[config.mk]
export PLATFORM = sky130hd
export DESIGN_NAME = dispatchStage
export DESIGN_NICKNAME = d
export VERILOG_FILES = /design/src/hdl/dispatchFmtPkg.sv /design/src/hdl/dispatchCfgPkg.sv /design/src/hdl/capacityCheck.sv /design/src/hdl/branchMaskUpdate.sv /design/src/hdl/dispatchRegister.sv /design/src/hdl/dispatchStage.sv
export SDC_FILE = /design/constraint.sdc
export NUM_CORES = 1
export LEC_CHECK = 0
export BUFFER_PORTS_ARGS = -buffer_cell sky130_fd_sc_hd__buf_2
export CAP_MARGIN = 20
export CORE_AREA = 5 5 270 272
export CTS_CLUSTER_SIZE = 12
export DETAILED_ROUTE_END_ITERATION = 8
export DIE_AREA = 0 0 275 277
export GPL_ROUTABILITY_DRIVEN = 1
export PLACE_DENSITY_LB_ADDON = 0.05
export REMOVE_ABC_BUFFERS = 1
export SYNTH_ARGS = -nofsm -noshare
export SYNTH_HDL_FRONTEND = slang
export SYNTH_SLANG_ARGS = --single-unit
[constraint.sdc]
create_clock -name clk -period 6.43 [get_ports clk]
set_clock_uncertainty 0.1 [all_clocks]
set_input_delay 1.6075 -clock clk [delete_from_list [all_inputs] [get_ports clk]]
set_output_delay 1.6075 -clock clk [all_outputs]
set_load 0.02 [all_outputs]
[src/hdl/dispatchFmtPkg.sv]
// Dispatch instruction format
// Field widths of a renamed instruction and the instruction class
// carried with every dispatch lane

package dispatchFmtPkg;

  // Instruction address width
  localparam int PcWidth    = 32;

  // Logical register number width
  localparam int LogRegLog  = 5;

  // Physical register number width
  localparam int PhysRegLog = 7;

  // Load and store are exclusive, so one class field replaces two flags
  typedef enum logic [1:0] {
    IcOther = 2'b00,  // ALU, branch and everything else
    IcLoad  = 2'b01,  // Takes a load queue entry
    IcStore = 2'b10   // Takes a store queue entry
  } instrClassE;      // Code 2'b11 is illegal

endpackage

[src/hdl/dispatchCfgPkg.sv]
// Dispatch configuration defaults
// Lane count, branch checkpoint count and back-end queue sizes
// that seed the module parameters of the dispatch stage

package dispatchCfgPkg;

  // Lanes per bundle
  localparam int DefDispatchWidth  = 4;

  // Branch checkpoints in flight
  localparam int DefCheckpoints    = 8;

  // Load queue and store queue share one size
  localparam int DefLsqSize        = 16;

  // Issue queue entries
  localparam int DefIssueQSize     = 32;

  // Active list entries
  localparam int DefActiveListSize = 64;

endpackage

[src/hdl/capacityCheck.sv]
// Back-end capacity checker
// Counts the loads and stores of a bundle and tests whether the
// load queue, store queue, issue queue and active list can take it

`timescale 1ns/1ns

module capacityCheck #(
  parameter int DispatchWidth  = dispatchCfgPkg::DefDispatchWidth,
  parameter int LsqSize        = dispatchCfgPkg::DefLsqSize,
  parameter int IssueQSize     = dispatchCfgPkg::DefIssueQSize,
  parameter int ActiveListSize = dispatchCfgPkg::DefActiveListSize
) (
  input  dispatchFmtPkg::instrClassE [DispatchWidth-1:0] instrClass_i,
  input  logic [$clog2(LsqSize):0]                       loadQueueCnt_i,
  input  logic [$clog2(LsqSize):0]                       storeQueueCnt_i,
  input  logic [$clog2(IssueQSize):0]                    issueQueueCnt_i,
  input  logic [$clog2(ActiveListSize):0]                activeListCnt_i,
  output logic                                           backEndFull_o
);
  import dispatchFmtPkg::*;

  localparam int LaneCntW = $clog2(DispatchWidth + 1);
  // One spare lane-count width on top of each count, so sums never wrap
  localparam int LsqSumW  = $clog2(LsqSize) + 1 + LaneCntW;
  localparam int IqSumW   = $clog2(IssueQSize) + 1 + LaneCntW;
  localparam int AlSumW   = $clog2(ActiveListSize) + 1 + LaneCntW;

  logic [LaneCntW-1:0] loadCnt;
  logic [LaneCntW-1:0] storeCnt;
  logic [LsqSumW-1:0]  loadSum;
  logic [LsqSumW-1:0]  storeSum;
  logic [IqSumW-1:0]   iqSum;
  logic [AlSumW-1:0]   alSum;

  always_comb begin
    loadCnt  = '0;
    storeCnt = '0;
    for (int lane = 0; lane < DispatchWidth; lane++) begin
      if (instrClass_i[lane] == IcLoad) begin
        loadCnt = loadCnt + LaneCntW'(1);
      end
      if (instrClass_i[lane] == IcStore) begin
        storeCnt = storeCnt + LaneCntW'(1);
      end
    end
  end

  assign loadSum  = LsqSumW'(loadQueueCnt_i) + LsqSumW'(loadCnt);
  assign storeSum = LsqSumW'(storeQueueCnt_i) + LsqSumW'(storeCnt);
  // Every lane takes an issue queue and an active list slot
  assign iqSum    = IqSumW'(issueQueueCnt_i) + IqSumW'(DispatchWidth);
  assign alSum    = AlSumW'(activeListCnt_i) + AlSumW'(DispatchWidth);

  assign backEndFull_o = (loadSum  > LsqSumW'(LsqSize))    |
                         (storeSum > LsqSumW'(LsqSize))    |
                         (iqSum    > IqSumW'(IssueQSize))  |
                         (alSum    > AlSumW'(ActiveListSize));

endmodule

[src/hdl/branchMaskUpdate.sv]
// Branch mask updater
// Clears the checkpoint of a just-verified branch from every lane's
// mask, so dispatched instructions stop depending on a resolved branch

`timescale 1ns/1ns

module branchMaskUpdate #(
  parameter int   DispatchWidth = dispatchCfgPkg::DefDispatchWidth,
  parameter int   Checkpoints   = dispatchCfgPkg::DefCheckpoints,
  localparam int  CkptLog       = $clog2(Checkpoints)
) (
  input  logic [DispatchWidth-1:0][Checkpoints-1:0] branchMask_i,
  input  logic                                      ctrlVerified_i,
  input  logic [CkptLog-1:0]                        ctrlVerifiedSMTid_i,
  output logic [DispatchWidth-1:0][Checkpoints-1:0] branchMask_o
);

  logic [Checkpoints-1:0] clearMask;

  // One-hot of the verified checkpoint or zero when nothing resolved
  assign clearMask = ctrlVerified_i ? (Checkpoints'(1) << ctrlVerifiedSMTid_i)
                                    : '0;

  for (genvar lane = 0; lane < DispatchWidth; lane++) begin : genLane
    assign branchMask_o[lane] = branchMask_i[lane] & ~clearMask;
  end

endmodule

[src/hdl/dispatchRegister.sv]
// Dispatch register
// Forms the accept condition from rename readiness, stall, recovery and
// back-end capacity, then registers the bundle and presents it as the
// issue queue, active list and load-store queue payloads

`timescale 1ns/1ns

module dispatchRegister #(
  parameter int  DispatchWidth = dispatchCfgPkg::DefDispatchWidth,
  parameter int  Checkpoints   = dispatchCfgPkg::DefCheckpoints,
  localparam int CkptLog       = $clog2(Checkpoints)
) (
  input  logic                                                   clk,
  input  logic                                                   rstN_i,
  input  logic                                                   renameReady_i,
  input  logic                                                   stall_i,
  input  logic                                                   flagRecoverEX_i,
  input  logic                                                   backEndFull_i,
  input  dispatchFmtPkg::instrClassE [DispatchWidth-1:0]         instrClass_i,
  input  logic [DispatchWidth-1:0][dispatchFmtPkg::PcWidth-1:0]    pc_i,
  input  logic [DispatchWidth-1:0][dispatchFmtPkg::LogRegLog-1:0]  logDest_i,
  input  logic [DispatchWidth-1:0][dispatchFmtPkg::PhysRegLog-1:0] physDest_i,
  input  logic [DispatchWidth-1:0][dispatchFmtPkg::PhysRegLog-1:0] physSrc1_i,
  input  logic [DispatchWidth-1:0][dispatchFmtPkg::PhysRegLog-1:0] physSrc2_i,
  input  logic [DispatchWidth-1:0][CkptLog-1:0]                  checkpointId_i,
  input  logic [DispatchWidth-1:0][Checkpoints-1:0]              branchMask_i,
  output logic                                                   backEndReady_o,
  output logic                                                   stallFrontEnd_o,
  output logic                                                   dispatchValid_o,
  output logic [DispatchWidth-1:0][dispatchFmtPkg::PhysRegLog-1:0] iqPhysDest_o,
  output logic [DispatchWidth-1:0][dispatchFmtPkg::PhysRegLog-1:0] iqPhysSrc1_o,
  output logic [DispatchWidth-1:0][dispatchFmtPkg::PhysRegLog-1:0] iqPhysSrc2_o,
  output logic [DispatchWidth-1:0][CkptLog-1:0]                  iqCheckpointId_o,
  output logic [DispatchWidth-1:0][Checkpoints-1:0]              iqBranchMask_o,
  output dispatchFmtPkg::instrClassE [DispatchWidth-1:0]         iqInstrClass_o,
  output logic [DispatchWidth-1:0][dispatchFmtPkg::PcWidth-1:0]    alPc_o,
  output logic [DispatchWidth-1:0][dispatchFmtPkg::LogRegLog-1:0]  alLogDest_o,
  output logic [DispatchWidth-1:0][dispatchFmtPkg::PhysRegLog-1:0] alPhysDest_o,
  output dispatchFmtPkg::instrClassE [DispatchWidth-1:0]         alInstrClass_o,
  output logic [DispatchWidth-1:0][Checkpoints-1:0]              lsqBranchMask_o,
  output dispatchFmtPkg::instrClassE [DispatchWidth-1:0]         lsqInstrClass_o
);
  import dispatchFmtPkg::*;

  logic                                       accept;
  logic                                       validQ;
  instrClassE [DispatchWidth-1:0]             classQ;
  logic [DispatchWidth-1:0][PcWidth-1:0]      pcQ;
  logic [DispatchWidth-1:0][LogRegLog-1:0]    logDestQ;
  logic [DispatchWidth-1:0][PhysRegLog-1:0]   physDestQ;
  logic [DispatchWidth-1:0][PhysRegLog-1:0]   physSrc1Q;
  logic [DispatchWidth-1:0][PhysRegLog-1:0]   physSrc2Q;
  logic [DispatchWidth-1:0][CkptLog-1:0]      ckptIdQ;
  logic [DispatchWidth-1:0][Checkpoints-1:0]  branchMaskQ;

  assign backEndReady_o  = renameReady_i & ~backEndFull_i & ~flagRecoverEX_i;
  assign stallFrontEnd_o = backEndFull_i;
  assign accept          = backEndReady_o & ~stall_i;  // Whole bundle or nothing

  always_ff @(posedge clk or negedge rstN_i) begin
    if (!rstN_i) begin
      validQ      <= 1'b0;
      pcQ         <= '0;
      logDestQ    <= '0;
      physDestQ   <= '0;
      physSrc1Q   <= '0;
      physSrc2Q   <= '0;
      ckptIdQ     <= '0;
      branchMaskQ <= '0;
      for (int lane = 0; lane < DispatchWidth; lane++) begin
        classQ[lane] <= IcOther;
      end
    end else begin
      validQ <= accept;  // High for exactly one cycle per bundle
      if (accept) begin
        classQ      <= instrClass_i;
        pcQ         <= pc_i;
        logDestQ    <= logDest_i;
        physDestQ   <= physDest_i;
        physSrc1Q   <= physSrc1_i;
        physSrc2Q   <= physSrc2_i;
        ckptIdQ     <= checkpointId_i;
        branchMaskQ <= branchMask_i;  // Already cleared of the verified branch
      end
    end
  end

  assign dispatchValid_o  = validQ;

  // Issue queue needs operands, destination and branch tracking
  assign iqPhysDest_o     = physDestQ;
  assign iqPhysSrc1_o     = physSrc1Q;
  assign iqPhysSrc2_o     = physSrc2Q;
  assign iqCheckpointId_o = ckptIdQ;
  assign iqBranchMask_o   = branchMaskQ;
  assign iqInstrClass_o   = classQ;

  // Active list keeps what retirement and rollback need
  assign alPc_o           = pcQ;
  assign alLogDest_o      = logDestQ;
  assign alPhysDest_o     = physDestQ;
  assign alInstrClass_o   = classQ;

  assign lsqBranchMask_o  = branchMaskQ;
  assign lsqInstrClass_o  = classQ;  // Selects load or store queue entry

endmodule

[src/hdl/dispatchStage.sv]
// Dispatch stage top level
// Checks back-end capacity and updates branch masks side by side, then
// registers accepted bundles into the three back-end payloads

`timescale 1ns/1ns

module dispatchStage #(
  parameter int  DispatchWidth  = dispatchCfgPkg::DefDispatchWidth,
  parameter int  Checkpoints    = dispatchCfgPkg::DefCheckpoints,
  parameter int  LsqSize        = dispatchCfgPkg::DefLsqSize,
  parameter int  IssueQSize     = dispatchCfgPkg::DefIssueQSize,
  parameter int  ActiveListSize = dispatchCfgPkg::DefActiveListSize,
  localparam int CkptLog        = $clog2(Checkpoints)
) (
  input  logic                                                   clk,
  input  logic                                                   rstN_i,
  input  logic                                                   renameReady_i,
  input  dispatchFmtPkg::instrClassE [DispatchWidth-1:0]         instrClass_i,
  input  logic [DispatchWidth-1:0][dispatchFmtPkg::PcWidth-1:0]    pc_i,
  input  logic [DispatchWidth-1:0][dispatchFmtPkg::LogRegLog-1:0]  logDest_i,
  input  logic [DispatchWidth-1:0][dispatchFmtPkg::PhysRegLog-1:0] physDest_i,
  input  logic [DispatchWidth-1:0][dispatchFmtPkg::PhysRegLog-1:0] physSrc1_i,
  input  logic [DispatchWidth-1:0][dispatchFmtPkg::PhysRegLog-1:0] physSrc2_i,
  input  logic [DispatchWidth-1:0][CkptLog-1:0]                  checkpointId_i,
  input  logic [DispatchWidth-1:0][Checkpoints-1:0]              branchMask_i,
  input  logic                                                   stall_i,
  input  logic                                                   flagRecoverEX_i,
  input  logic                                                   ctrlVerified_i,
  input  logic [CkptLog-1:0]                                     ctrlVerifiedSMTid_i,
  input  logic [$clog2(LsqSize):0]                               loadQueueCnt_i,
  input  logic [$clog2(LsqSize):0]                               storeQueueCnt_i,
  input  logic [$clog2(IssueQSize):0]                            issueQueueCnt_i,
  input  logic [$clog2(ActiveListSize):0]                        activeListCnt_i,
  output logic                                                   backEndReady_o,
  output logic                                                   stallFrontEnd_o,
  output logic                                                   dispatchValid_o,
  output logic [DispatchWidth-1:0][Checkpoints-1:0]              updatedBranchMask_o,
  output logic [DispatchWidth-1:0][dispatchFmtPkg::PhysRegLog-1:0] iqPhysDest_o,
  output logic [DispatchWidth-1:0][dispatchFmtPkg::PhysRegLog-1:0] iqPhysSrc1_o,
  output logic [DispatchWidth-1:0][dispatchFmtPkg::PhysRegLog-1:0] iqPhysSrc2_o,
  output logic [DispatchWidth-1:0][CkptLog-1:0]                  iqCheckpointId_o,
  output logic [DispatchWidth-1:0][Checkpoints-1:0]              iqBranchMask_o,
  output dispatchFmtPkg::instrClassE [DispatchWidth-1:0]         iqInstrClass_o,
  output logic [DispatchWidth-1:0][dispatchFmtPkg::PcWidth-1:0]    alPc_o,
  output logic [DispatchWidth-1:0][dispatchFmtPkg::LogRegLog-1:0]  alLogDest_o,
  output logic [DispatchWidth-1:0][dispatchFmtPkg::PhysRegLog-1:0] alPhysDest_o,
  output dispatchFmtPkg::instrClassE [DispatchWidth-1:0]         alInstrClass_o,
  output logic [DispatchWidth-1:0][Checkpoints-1:0]              lsqBranchMask_o,
  output dispatchFmtPkg::instrClassE [DispatchWidth-1:0]         lsqInstrClass_o
);

  logic backEndFull;

  capacityCheck #(
    .DispatchWidth (DispatchWidth),
    .LsqSize       (LsqSize),
    .IssueQSize    (IssueQSize),
    .ActiveListSize(ActiveListSize)
  ) uCapacityCheck (
    .instrClass_i   (instrClass_i),
    .loadQueueCnt_i (loadQueueCnt_i),
    .storeQueueCnt_i(storeQueueCnt_i),
    .issueQueueCnt_i(issueQueueCnt_i),
    .activeListCnt_i(activeListCnt_i),
    .backEndFull_o  (backEndFull)
  );

  // Updated masks also go back to the rename pipeline register
  branchMaskUpdate #(
    .DispatchWidth(DispatchWidth),
    .Checkpoints  (Checkpoints)
  ) uBranchMaskUpdate (
    .branchMask_i       (branchMask_i),
    .ctrlVerified_i     (ctrlVerified_i),
    .ctrlVerifiedSMTid_i(ctrlVerifiedSMTid_i),
    .branchMask_o       (updatedBranchMask_o)
  );

  dispatchRegister #(
    .DispatchWidth(DispatchWidth),
    .Checkpoints  (Checkpoints)
  ) uDispatchRegister (
    .clk             (clk),
    .rstN_i          (rstN_i),
    .renameReady_i   (renameReady_i),
    .stall_i         (stall_i),
    .flagRecoverEX_i (flagRecoverEX_i),
    .backEndFull_i   (backEndFull),
    .instrClass_i    (instrClass_i),
    .pc_i            (pc_i),
    .logDest_i       (logDest_i),
    .physDest_i      (physDest_i),
    .physSrc1_i      (physSrc1_i),
    .physSrc2_i      (physSrc2_i),
    .checkpointId_i  (checkpointId_i),
    .branchMask_i    (updatedBranchMask_o),
    .backEndReady_o  (backEndReady_o),
    .stallFrontEnd_o (stallFrontEnd_o),
    .dispatchValid_o (dispatchValid_o),
    .iqPhysDest_o    (iqPhysDest_o),
    .iqPhysSrc1_o    (iqPhysSrc1_o),
    .iqPhysSrc2_o    (iqPhysSrc2_o),
    .iqCheckpointId_o(iqCheckpointId_o),
    .iqBranchMask_o  (iqBranchMask_o),
    .iqInstrClass_o  (iqInstrClass_o),
    .alPc_o          (alPc_o),
    .alLogDest_o     (alLogDest_o),
    .alPhysDest_o    (alPhysDest_o),
    .alInstrClass_o  (alInstrClass_o),
    .lsqBranchMask_o (lsqBranchMask_o),
    .lsqInstrClass_o (lsqInstrClass_o)
  );

endmodule

* After elaboration in Yosys (flattened, before gate mapping)
Cells that the tools add are included.
Word-level totals: flip-flop bits (word level) 285, logic and storage cells 79
Operators by class: $add $sub $neg 10, $lt $le $gt $ge 4, eq/ne operators 8, shift operators 1, mux-type cells 9, bitwise operators 14
Operator list (number):
- $and A8 B8 Y8 | 4
- $mux W3 | 6
- $gt A8 B5 Y1 const B | 2
- $add A3 B1 Y3 const B | 4
- $add A5 B3 Y6 | 2
- $gt A10 B7 Y1 const B | 1
- $gt A9 B6 Y1 const B | 1
- $add A7 B3 Y8 const B | 1
- $eq A2 B1 Y1 const B | 4
- $eq A2 B2 Y1 const B | 4
- $mux W8 | 1
- $not A8 Y8 | 1
- $shl A1 B3 Y8 const A | 1
- $add A6 B3 Y7 const B | 1
- $add A1 B1 Y2 const B | 2
- $and A1 B1 Y1 | 3
- $not A1 Y1 | 3
- $or A1 B1 Y1 | 3
- $mux W1 | 2

* Longest topological paths before layout
Gate-level depths: netlist of run 1.
depth after elaboration 17, gate-level depth with buffers 15

* Modules after synthesis
From an unflattened synthesis of run 1, not the netlist that was laid out.
Second synthesis, totals: cell total of the unflattened synthesis 788, area, all modules 12045.3 µm²
Modules (own cells, without submodules):
- dispatchRegister | instances 1, cells an instance 679, area each 11157.0 µm², sequential area each 7131.8 µm²
- capacityCheck | instances 1, cells an instance 69, area each 553.0 µm², sequential area each 0.0 µm²
- branchMaskUpdate | instances 1, cells an instance 40, area each 335.3 µm², sequential area each 0.0 µm²

* Worst setup path after synthesis of run 1
Ideal clock, no wire load.
kind input -> output, start point in instrClass_i[1] in the netlist's numbering, end point out backEndReady_o, arrival time 4310 ps, path slack 412 ps, cell stages on the path 12, path through nor2b_1 maj3_1 ha_1 mux2_2 inv_1 fa_1 xnor2_1 nor4bb_1 mux2_2 o211ai_1 or2_2 nor2_1
On the way: word-level cells in the longest chain between the ends 16
RTL lines:
- start, declared | RTL line dispatchStage.sv:18 | input dispatchFmtPkg::instrClassE [DispatchWidth-1:0] instrClass_i,
- $eq A2 B1 Y1 / $eq A2 B2 Y1 (equally long branches) | RTL line capacityCheck.sv:39, capacityCheck.sv:42
- $mux W1 (on tied branches) | RTL line capacityCheck.sv:39, capacityCheck.sv:42
- $add A1 B1 Y2 (on tied branches) | RTL line capacityCheck.sv:40, capacityCheck.sv:43
- $mux W3 (on tied branches) | RTL line capacityCheck.sv:39, capacityCheck.sv:42
- $add A3 B1 Y3 (on tied branches) | RTL line capacityCheck.sv:40, capacityCheck.sv:43
- $mux W3 (on tied branches) | RTL line capacityCheck.sv:39, capacityCheck.sv:42
- $add A3 B1 Y3 (on tied branches) | RTL line capacityCheck.sv:40, capacityCheck.sv:43
- $mux W3 (on tied branches) | RTL line capacityCheck.sv:39, capacityCheck.sv:42
- $add A5 B3 Y6 (on tied branches) | RTL line capacityCheck.sv:48, capacityCheck.sv:49
- $gt A8 B5 Y1 (on tied branches) | RTL line capacityCheck.sv:54, capacityCheck.sv:55
- $or A1 B1 Y1 * | RTL line capacityCheck.sv:54 | assign backEndFull_o = (loadSum > LsqSumW'(LsqSize)) |
- $or A1 B1 Y1 * | RTL line capacityCheck.sv:55 | (storeSum > LsqSumW'(LsqSize)) |
- $or A1 B1 Y1 * | RTL line capacityCheck.sv:56 | (iqSum > IqSumW'(IssueQSize)) |
- named net stallFrontEnd_o | RTL line dispatchStage.sv:35 | output logic stallFrontEnd_o,
- $not A1 Y1 * | RTL line dispatchRegister.sv:56 | assign backEndReady_o = renameReady_i & ~backEndFull_i & ~flagRecoverEX_i;
- $and A1 B1 Y1 * (2 in series) | RTL line dispatchRegister.sv:56
- end, declared | RTL line dispatchStage.sv:34 | output logic backEndReady_o,
The timed path passes the listed nets; every way through them passes the cells marked *.

* Final worst setup path of run 1
start point in instrClass_i[5] in the netlist's numbering, end point out backEndReady_o
On the way: word-level cells in the longest chain between the ends 12
RTL lines (RTL line):
- $eq A2 B1 Y1 / $eq A2 B2 Y1 (equally long branches) | capacityCheck.sv:39, capacityCheck.sv:42
- $mux W3 (on tied branches) | capacityCheck.sv:39, capacityCheck.sv:42
- $add A3 B1 Y3 (on tied branches) | capacityCheck.sv:40, capacityCheck.sv:43
- $mux W3 (on tied branches) | capacityCheck.sv:39, capacityCheck.sv:42
- $add A5 B3 Y6 (on tied branches) | capacityCheck.sv:48, capacityCheck.sv:49
- $gt A8 B5 Y1 (on tied branches) | capacityCheck.sv:54, capacityCheck.sv:55
- $or A1 B1 Y1 * | capacityCheck.sv:54
- $or A1 B1 Y1 * | capacityCheck.sv:55
- $or A1 B1 Y1 * | capacityCheck.sv:56
- $not A1 Y1 * | dispatchRegister.sv:56
- $and A1 B1 Y1 * (2 in series) | dispatchRegister.sv:56
Every way passes the cells marked *; elsewhere a longest branch is shown, timed or not.

==> flow_metrics.py, run 1 <==
metrics = {
    "run_status": {
        "outcome": "finished clean",
    },
    "placement": {
        "post-place-ws_ns": 0.193,
        "gpl.final_weighted_congestion": 0.729,
        "placement.io_buffers": 710,
        "hpwlAfterDp_um": 39100,
    },
    "floorplanning": {
        "start_util_pct": 17.0,
        "die-area_sq_um": 76200,
        "core_region_sq_um": 70500,
        "row_count": 98,
        "boundaryPins": 711,
        "die-width_um": 275,
        "die_h_um": 277,
    },
    "layout": {
        "flow.area_growth_from_synthesis_pct": 45.7,
        "commonest_cells_after_routing_fill_and_taps_aside": "buf_2 (709), mux2_2 (287), dfrtp_1 (285)",
        "final_net_count": 1777,
        "layout-drive-gt1-share_pct": 72.6,
        "num-fill-cells": 7555,
        "layout.cells.most_common": "buf_2",
    },
    "cts": {
        "maximum_buffer_depth_of_the_clock_tree": 3,
        "ctsResizeCount": 0,
        "clock-root-buffer": "clkbuf_16",
        "cts-hold-fix-buffers": 0,
        "clock_tree.htree_level_count": 2,
        "cts_setup_buffers": 0,
        "insertion_delay_ns": 0.54,
        "post_cts_clock_slew_at_the_launch_and_capture_registers_of_the_worst_setup_and_hold_paths_ns": 0.06,
        "cts_tree": "done",
        "cts_made_buffers": 40,
        "clock-sinks": 285,
    },
    "synth": {
        "synthesis.area_per_instance_sq_um": 15.1,
        "synth_sequential_area_ratio_pct": 59.7,
        "mappedNetlistArea_sq_um": 12000,
        "synth_seq_cells": 285,
        "synth_simple_gate_area_share_pct": 3.66,
        "syn-instance-count": 792,
        "yosys.area_share.xor_xnor_pct": 0.733,
        "synthMuxAreaShare_pct": 27.0,
        "synth_warn": 0,
        "synth_compound_area_share_pct": 0.513,
        "synth.distinct_cells": 31,
        "main_combinational_cell_family_by_area_after_synthesis": "multiplexers",
        "yosys.area_share.adder_pct": 1.55,
    },
    "power": {
        "internal-power_mw": 4.17,
        "power.leakage_nw": 9.44,
        "combinational_power_share_pct": 27.6,
        "power.share.switching_pct": 34.0,
        "power_per_cell_area_nw_per_um2": 362,
        "vdd.ir_drop.worst_uv": 164,
        "pwr-share-seq_pct": 37.3,
        "clockPowerShare_pct": 35.1,
        "switching_power_mw": 2.14,
    },
    "sta": {
        "min_cycle_time_layout_ns": 6.23,
        "fin_crit_sh_pct": 97.0,
        "grt_setup_unrepaired": "no",
        "final-setup-viol-count": 0,
        "timing.final.ws_setup_ns": 0.195,
        "achievable-frequency_mhz": 160,
        "worst_slew_margin_rel_pct": 33.6,
        "tightestPinTransition_ns": 0.989,
        "slew_violations": 0,
        "timing.setup.tns_ns": 0,
        "hold_violations": 0,
    },
    "drt": {
        "antenna_left": 0,
        "wl_um": 49500,
        "drt-initial-drc-count": 191,
        "vias": 8842,
        "drc_violation_count_after_routing": 0,
        "drt_wl_cell_um": 20.3,
        "route.detailed.vias_per_inst": 3.63,
        "dr.pass1.iters": 4,
    },
    "grt": {
        "grt_remaining_overflow": 0,
        "antenna_found_initial": 25,
        "grt_start_max_net_pins": 118,
        "first_global_vias": 9506,
        "grt.total_usage_pct": 12.4,
        "global_route_wire_length_before_repair_um": 69500,
    },
    "hold_path": {
        "hold_path_class": "reg2reg",
    },
    "worst_setup_path": {
        "criticalPathCategory": "in2out",
        "crit_arrival_ns": 4.53,
        "worst-path-max-fanout": 3,
        "worst-endpoint-required_ns": 4.72,
        "critPathLaunchType": "input port",
        "worst_setup_path_end_kind": "output port",
    },
    "job": {
        "timing.max_cap.violations": 0,
    },
}
layer usage:
| layer | part of all wire [%] | vias up | GRT usage, % |
|---|---|---|---|
| li1 | - | 4010 | - |
| met1 | 32 | 4402 | 11.9 |
| met2 | 57 | 326 | 24.8 |
| met3 | 7.8 | 84 | 3.98 |
| met4 | 2.3 | 20 | 3.51 |
| met5 | 0.31 | - | 0 |
cells in the mapped netlist:
library cell | number | area share [%]
buf_2 | 6 | 0.25
nor4bb_1 | 1 | 0.084
nor2_1 | 5 | 0.16
a31oi_1 | 1 | 0.052
a311oi_1 | 1 | 0.073
nand4_1 | 2 | 0.10
nand2b_1 | 5 | 0.26
nor4_1 | 1 | 0.052
or2_2 | 1 | 0.052
nor3_1 | 3 | 0.13
nor4_2 | 1 | 0.10
fa_1 | 2 | 0.33
xor2_1 | 2 | 0.15
and2_1 | 16 | 0.84
nand2_1 | 4 | 0.13
nor3b_1 | 2 | 0.13
nor2b_1 | 24 | 1.3
a21oi_1 | 3 | 0.13
o2111ai_1 | 1 | 0.073
mux2_2 | 287 | 27
nand3_1 | 2 | 0.084
maj3_1 | 2 | 0.17
nor4b_1 | 1 | 0.073
inv_1 | 8 | 0.25
o211ai_1 | 1 | 0.063
xnor2_1 | 8 | 0.59
dfrtp_1 | 285 | 60
ha_1 | 10 | 1.0
o21ai_0 | 3 | 0.13
nand4b_1 | 3 | 0.22
buf_4 | 101 | 6.3
state kept, by name, summed over array words and instances (netlist names), 8 cells and up:
signal,cells
uDispatchRegister.alPc_o,128
uDispatchRegister.iqBranchMask_o,32
uDispatchRegister.alPhysDest_o,28
uDispatchRegister.iqPhysSrc1_o,28
uDispatchRegister.iqPhysSrc2_o,28
uDispatchRegister.alLogDest_o,20
uDispatchRegister.iqCheckpointId_o,12
uDispatchRegister.alInstrClass_o,8
critical path, cell delays in order:
cell and delay, ns:
buf_2 0.12, nor2b_2 0.17, maj3_1 0.38, ha_1 0.29, mux2_2 0.15, inv_1 0.05
fa_1 0.42, xnor2_1 0.17, nor4bb_1 0.26, mux2_2 0.19, o211ai_1 0.11, or2_2 0.33
nor2_1 0.10, buf_2 0.17
worst paths after layout:
kind,cells past startpoint,from,slack [ns],endpoint
setup / recovery,14,instrClass_i[5],0.20,backEndReady_o
hold reg to reg,1,uDispatchRegister.iqCheckpointId_o[6],0.40,uDispatchRegister.iqCheckpointId_o[6]
setup reg to reg,1,uDispatchRegister.alInstrClass_o[2],5.50,uDispatchRegister.alInstrClass_o[2]
hold / removal,1,uDispatchRegister.iqCheckpointId_o[6],0.40,uDispatchRegister.iqCheckpointId_o[6]
min in group asynchronous,1,rstN_i,0.93,uDispatchRegister.alPc_o[125]
max in group asynchronous,2,rstN_i,3.92,uDispatchRegister.alPc_o[50]
power groups by stage:
stage               registers [mW]  clock network (mW)  logic, mW
global route                  2.41                2.39       1.86
floorplan                     2.94                   0      0.391
finish                        2.36                2.21       1.74
CTS                           2.37                2.33       1.79
detailed placement            2.39                   0       1.79
global placement              2.39                   0       1.80
kinds of logic (layout without fill, tap and decap cells):
kind of cell    Yosys count  after routing
compound gates           10             10
xor+xnor                 10             10
fa+ha+maj                14             14
buf+inv                 115            800
flops                   285            285
mux                     287            287
other cells               0             12
simple gates             71             71
cell type report:
type,instances,area [sq um],area share (%)
repair buffers,722,3720,21.3
well taps,950,1190,6.82
flip-flops and latches,285,7130,40.9
multi-input cells,392,4020,23.1
clock inverters,7,73.8,0.424
clock buffers,63,1230,7.05
inverters,8,30.0,0.172
diodes,12,30.0,0.172
through the flow:
step           hold slack, ns  area [sq um]  power [mW]  cells  utilization (%)
6_report                0.398         17400        6.31   2439             24.7
5_1_grt                 0.408         17400        6.66   2434             24.7
4_1_cts                 0.403         17400        6.48   2427             24.7
3_5_place_dp            0.390         16100        4.18   2357             22.8
3_3_place_gp            0.386         16100        4.18   2357             22.8
2_1_floorplan           0.536         11200        3.33    685                -
Note: power is estimated with default switching activity, not from simulation.
==> inputs of run 2 (changes only) <==
--- a/config.mk
+++ b/config.mk
@@ -12,6 +12,7 @@
 export DETAILED_ROUTE_END_ITERATION = 8
 export DIE_AREA = 0 0 275 277
 export GPL_ROUTABILITY_DRIVEN = 1
+export MAX_ROUTING_LAYER = met4
 export PLACE_DENSITY_LB_ADDON = 0.05
 export REMOVE_ABC_BUFFERS = 1
 export SYNTH_ARGS = -nofsm -noshare
==> run 2 against run 1 <==
Worst hold slack lost 0.00072 ns. Non-clock buffer count is the same. Cell count grew 0.21%. Clock-buffer cell count is the same. Total power is essentially flat. Fmax is essentially flat. Die area is the same. Via count shrank 0.24%. Critical path depth is the same. Register-to-register slack is essentially flat. Sequential share of layout area is essentially flat. Critical path type unchanged. Largest cell class unchanged. Highest routed layer is now met4.
==> flow_metrics.py, run 2 (synthesized netlist as in run 1, its figures left out) <==
metrics = {
    "run_status": {
        "outcome": "finished clean",
    },
    "layout": {
        "num-fill-cells": 7555,
        "layout.cells.non_filler": 2444,
        "flow.area_growth_from_synthesis_pct": 45.8,
        "stdcell_area_sq_um": 17400,
        "final_net_count": 1777,
        "layout.cells.most_common": "buf_2",
        "finish.utilization_pct": 24.7,
        "largest_reg_flops": 128,
        "layout-drive-gt1-share_pct": 72.6,
        "commonest_cells_after_routing_fill_and_taps_aside": "buf_2 (709), mux2_2 (287), dfrtp_1 (285)",
    },
    "cts": {
        "clock-sinks": 285,
        "clock_tree.htree_level_count": 2,
        "clock-root-buffer": "clkbuf_16",
        "post_cts_clock_slew_at_the_launch_and_capture_registers_of_the_worst_setup_and_hold_paths_ns": 0.05,
        "cts_tree": "done",
        "insertion_delay_ns": 0.54,
        "cts_setup_buffers": 0,
        "cts_made_buffers": 40,
        "maximum_buffer_depth_of_the_clock_tree": 3,
    },
    "grt": {
        "antenna_found_initial": 19,
        "use_met3_pct": 3.62,
        "global_route_wire_length_before_repair_um": 69400,
        "grt_start_max_net_pins": 118,
        "grt.total_usage_pct": 12.8,
        "gr-max-usage-layer": "met2",
        "grt_remaining_overflow": 0,
        "first_global_vias": 9538,
        "global_route_met1_utilization_pct": 12.1,
        "global_route.usage.met2_pct": 24.9,
    },
    "hold_path": {
        "holdPathStages": 1,
        "hold_path_class": "reg2reg",
        "hold_path_end": "uDispatchRegister.alPc_o[46]",
        "holdCritStartpoint": "uDispatchRegister.alPc_o[46]",
    },
    "drt": {
        "drc_violation_count_after_routing": 0,
        "drt_wl_cell_um": 20.3,
        "antenna_left": 0,
        "wl_um": 49600,
        "drt-initial-drc-count": 181,
        "dr.pass1.iters": 4,
        "route.detailed.vias_per_inst": 3.61,
        "vias": 8821,
    },
    "floorplanning": {
        "boundaryPins": 711,
        "start_util_pct": 17.0,
        "die_h_um": 277,
        "core_region_sq_um": 70500,
        "row_count": 98,
        "die-width_um": 275,
        "die-area_sq_um": 76200,
    },
    "worst_setup_path": {
        "critPathLaunchType": "input port",
        "worst_r2r_dst": "uDispatchRegister.alInstrClass_o[2]",
        "regToRegStartpoint": "uDispatchRegister.alInstrClass_o[2]",
        "ff_to_ff_setup_slack_ns": 5.50,
        "criticalPathCategory": "in2out",
        "worst-path-max-fanout": 3,
        "worst-r2r-cell-count": 1,
        "worst_setup_path_end_kind": "output port",
        "crit_chain": "buf_2, nor2b_2, maj3_1, ha_1, mux2_2, inv_1, fa_1, xnor2_1, nor4bb_1, mux2_2, o211ai_1, or2_2, nor2_1, buf_2",
        "worst-endpoint-required_ns": 4.72,
        "crit_arrival_ns": 4.53,
        "crit_slowest_cell": "fa_1",
        "crit_path_max_incr_delay_ns": 0.42,
    },
    "sta": {
        "tightestPinTransition_ns": 1.02,
        "grt_setup_unrepaired": "no",
        "worst_slew_margin_rel_pct": 31.7,
        "hold_violations": 0,
        "achievable-frequency_mhz": 160,
        "slew_violations": 0,
        "fin_worst_hold_slack_ns": 0.397,
        "min_cycle_time_layout_ns": 6.23,
        "fin_crit_sh_pct": 97.0,
        "final-setup-viol-count": 0,
    },
    "placement": {
        "dpl.cell_count": 2357,
        "placement.io_buffers": 710,
        "placement.cell_area_sq_um": 16100,
        "gpl.final_weighted_congestion": 0.738,
        "hpwlAfterDp_um": 39100,
    },
    "power": {
        "post-layout-total-power_mw": 6.30,
        "power_per_cell_area_nw_per_um2": 362,
        "power.leakage_nw": 9.44,
        "vdd.ir_drop.worst_uv": 164,
    },
    "job": {
        "timing.max_cap.violations": 0,
    },
}
[run 2: changes by cell type in the layout (fill, tap and decap cells not counted)]
cell | before | now
diode_2 | 12 | 17
[run 2: repair_timing]
item | in CTS | in global routing
endpoints found under the setup margin | 0 | 1
hold buffers | 0 | 0
gates resized for setup | 0 | 2
[run 2: cell type report]
cell class	count	area [sq um]	share of cell area, %
timing repair buffer	722	3720	21.3
sequential	285	7130	40.9
multi-input combinational	392	4020	23.1
antenna	17	42.5	0.244
tap	950	1190	6.82
inverter	8	30.0	0.172
clock inverter	7	73.8	0.423
clock buffer	63	1230	7.05
[run 2: worst max-delay path by stage]
| stage | from | to | slack (ns) | cells after the start |
|---|---|---|---|---|
| 6_report | instrClass_i[5] | backEndReady_o | 0.20 | 14 |
| 3_5_place_dp | instrClass_i[5] | backEndReady_o | 0.19 | 14 |
| 2_1_floorplan | instrClass_i[1] | uDispatchRegister.alInstrClass_o[0] | -14.34 | 12 |
| 3_3_place_gp | instrClass_i[5] | backEndReady_o | 0.23 | 14 |
| 4_1_cts | instrClass_i[5] | backEndReady_o | 0.18 | 15 |
| 5_1_grt | instrClass_i[1] | backEndReady_o | 0.02 | 14 |
[run 2: power by group]
part | internal, mW | switching [mW]
logic | 0.667 | 1.07
registers | 2.15 | 0.205
clock network | 1.35 | 0.865
[run 2: worst max-delay path, delay by kind of cell]
family	cells	cell delay (ns)
adder cells (fa/ha/maj)	3	1.09
AND/OR/NAND/NOR	4	0.86
buffers and inverters	3	0.34
multiplexers	2	0.34
XOR/XNOR	1	0.17
AO/OA/AOI/OAI	1	0.11
[run 2: routing by layer]
| layer | share of wire, % | wire length (um) |
|---|---|---|
| met1 | 33 | 16400 |
| met5 | 0 | 0 |
| met3 | 7.3 | 3600 |
| met4 | 2.1 | 1050 |
| met2 | 57 | 28500 |
[run 2: per-stage QoR]
stage	setup slack [ns]	setup TNS, ns
final	0.196	0
after floorplan	-14.34	-4087.74
after global placement	0.233	0
after global routing	0.0234	0
after CTS	0.180	0
after detailed placement	0.193	0
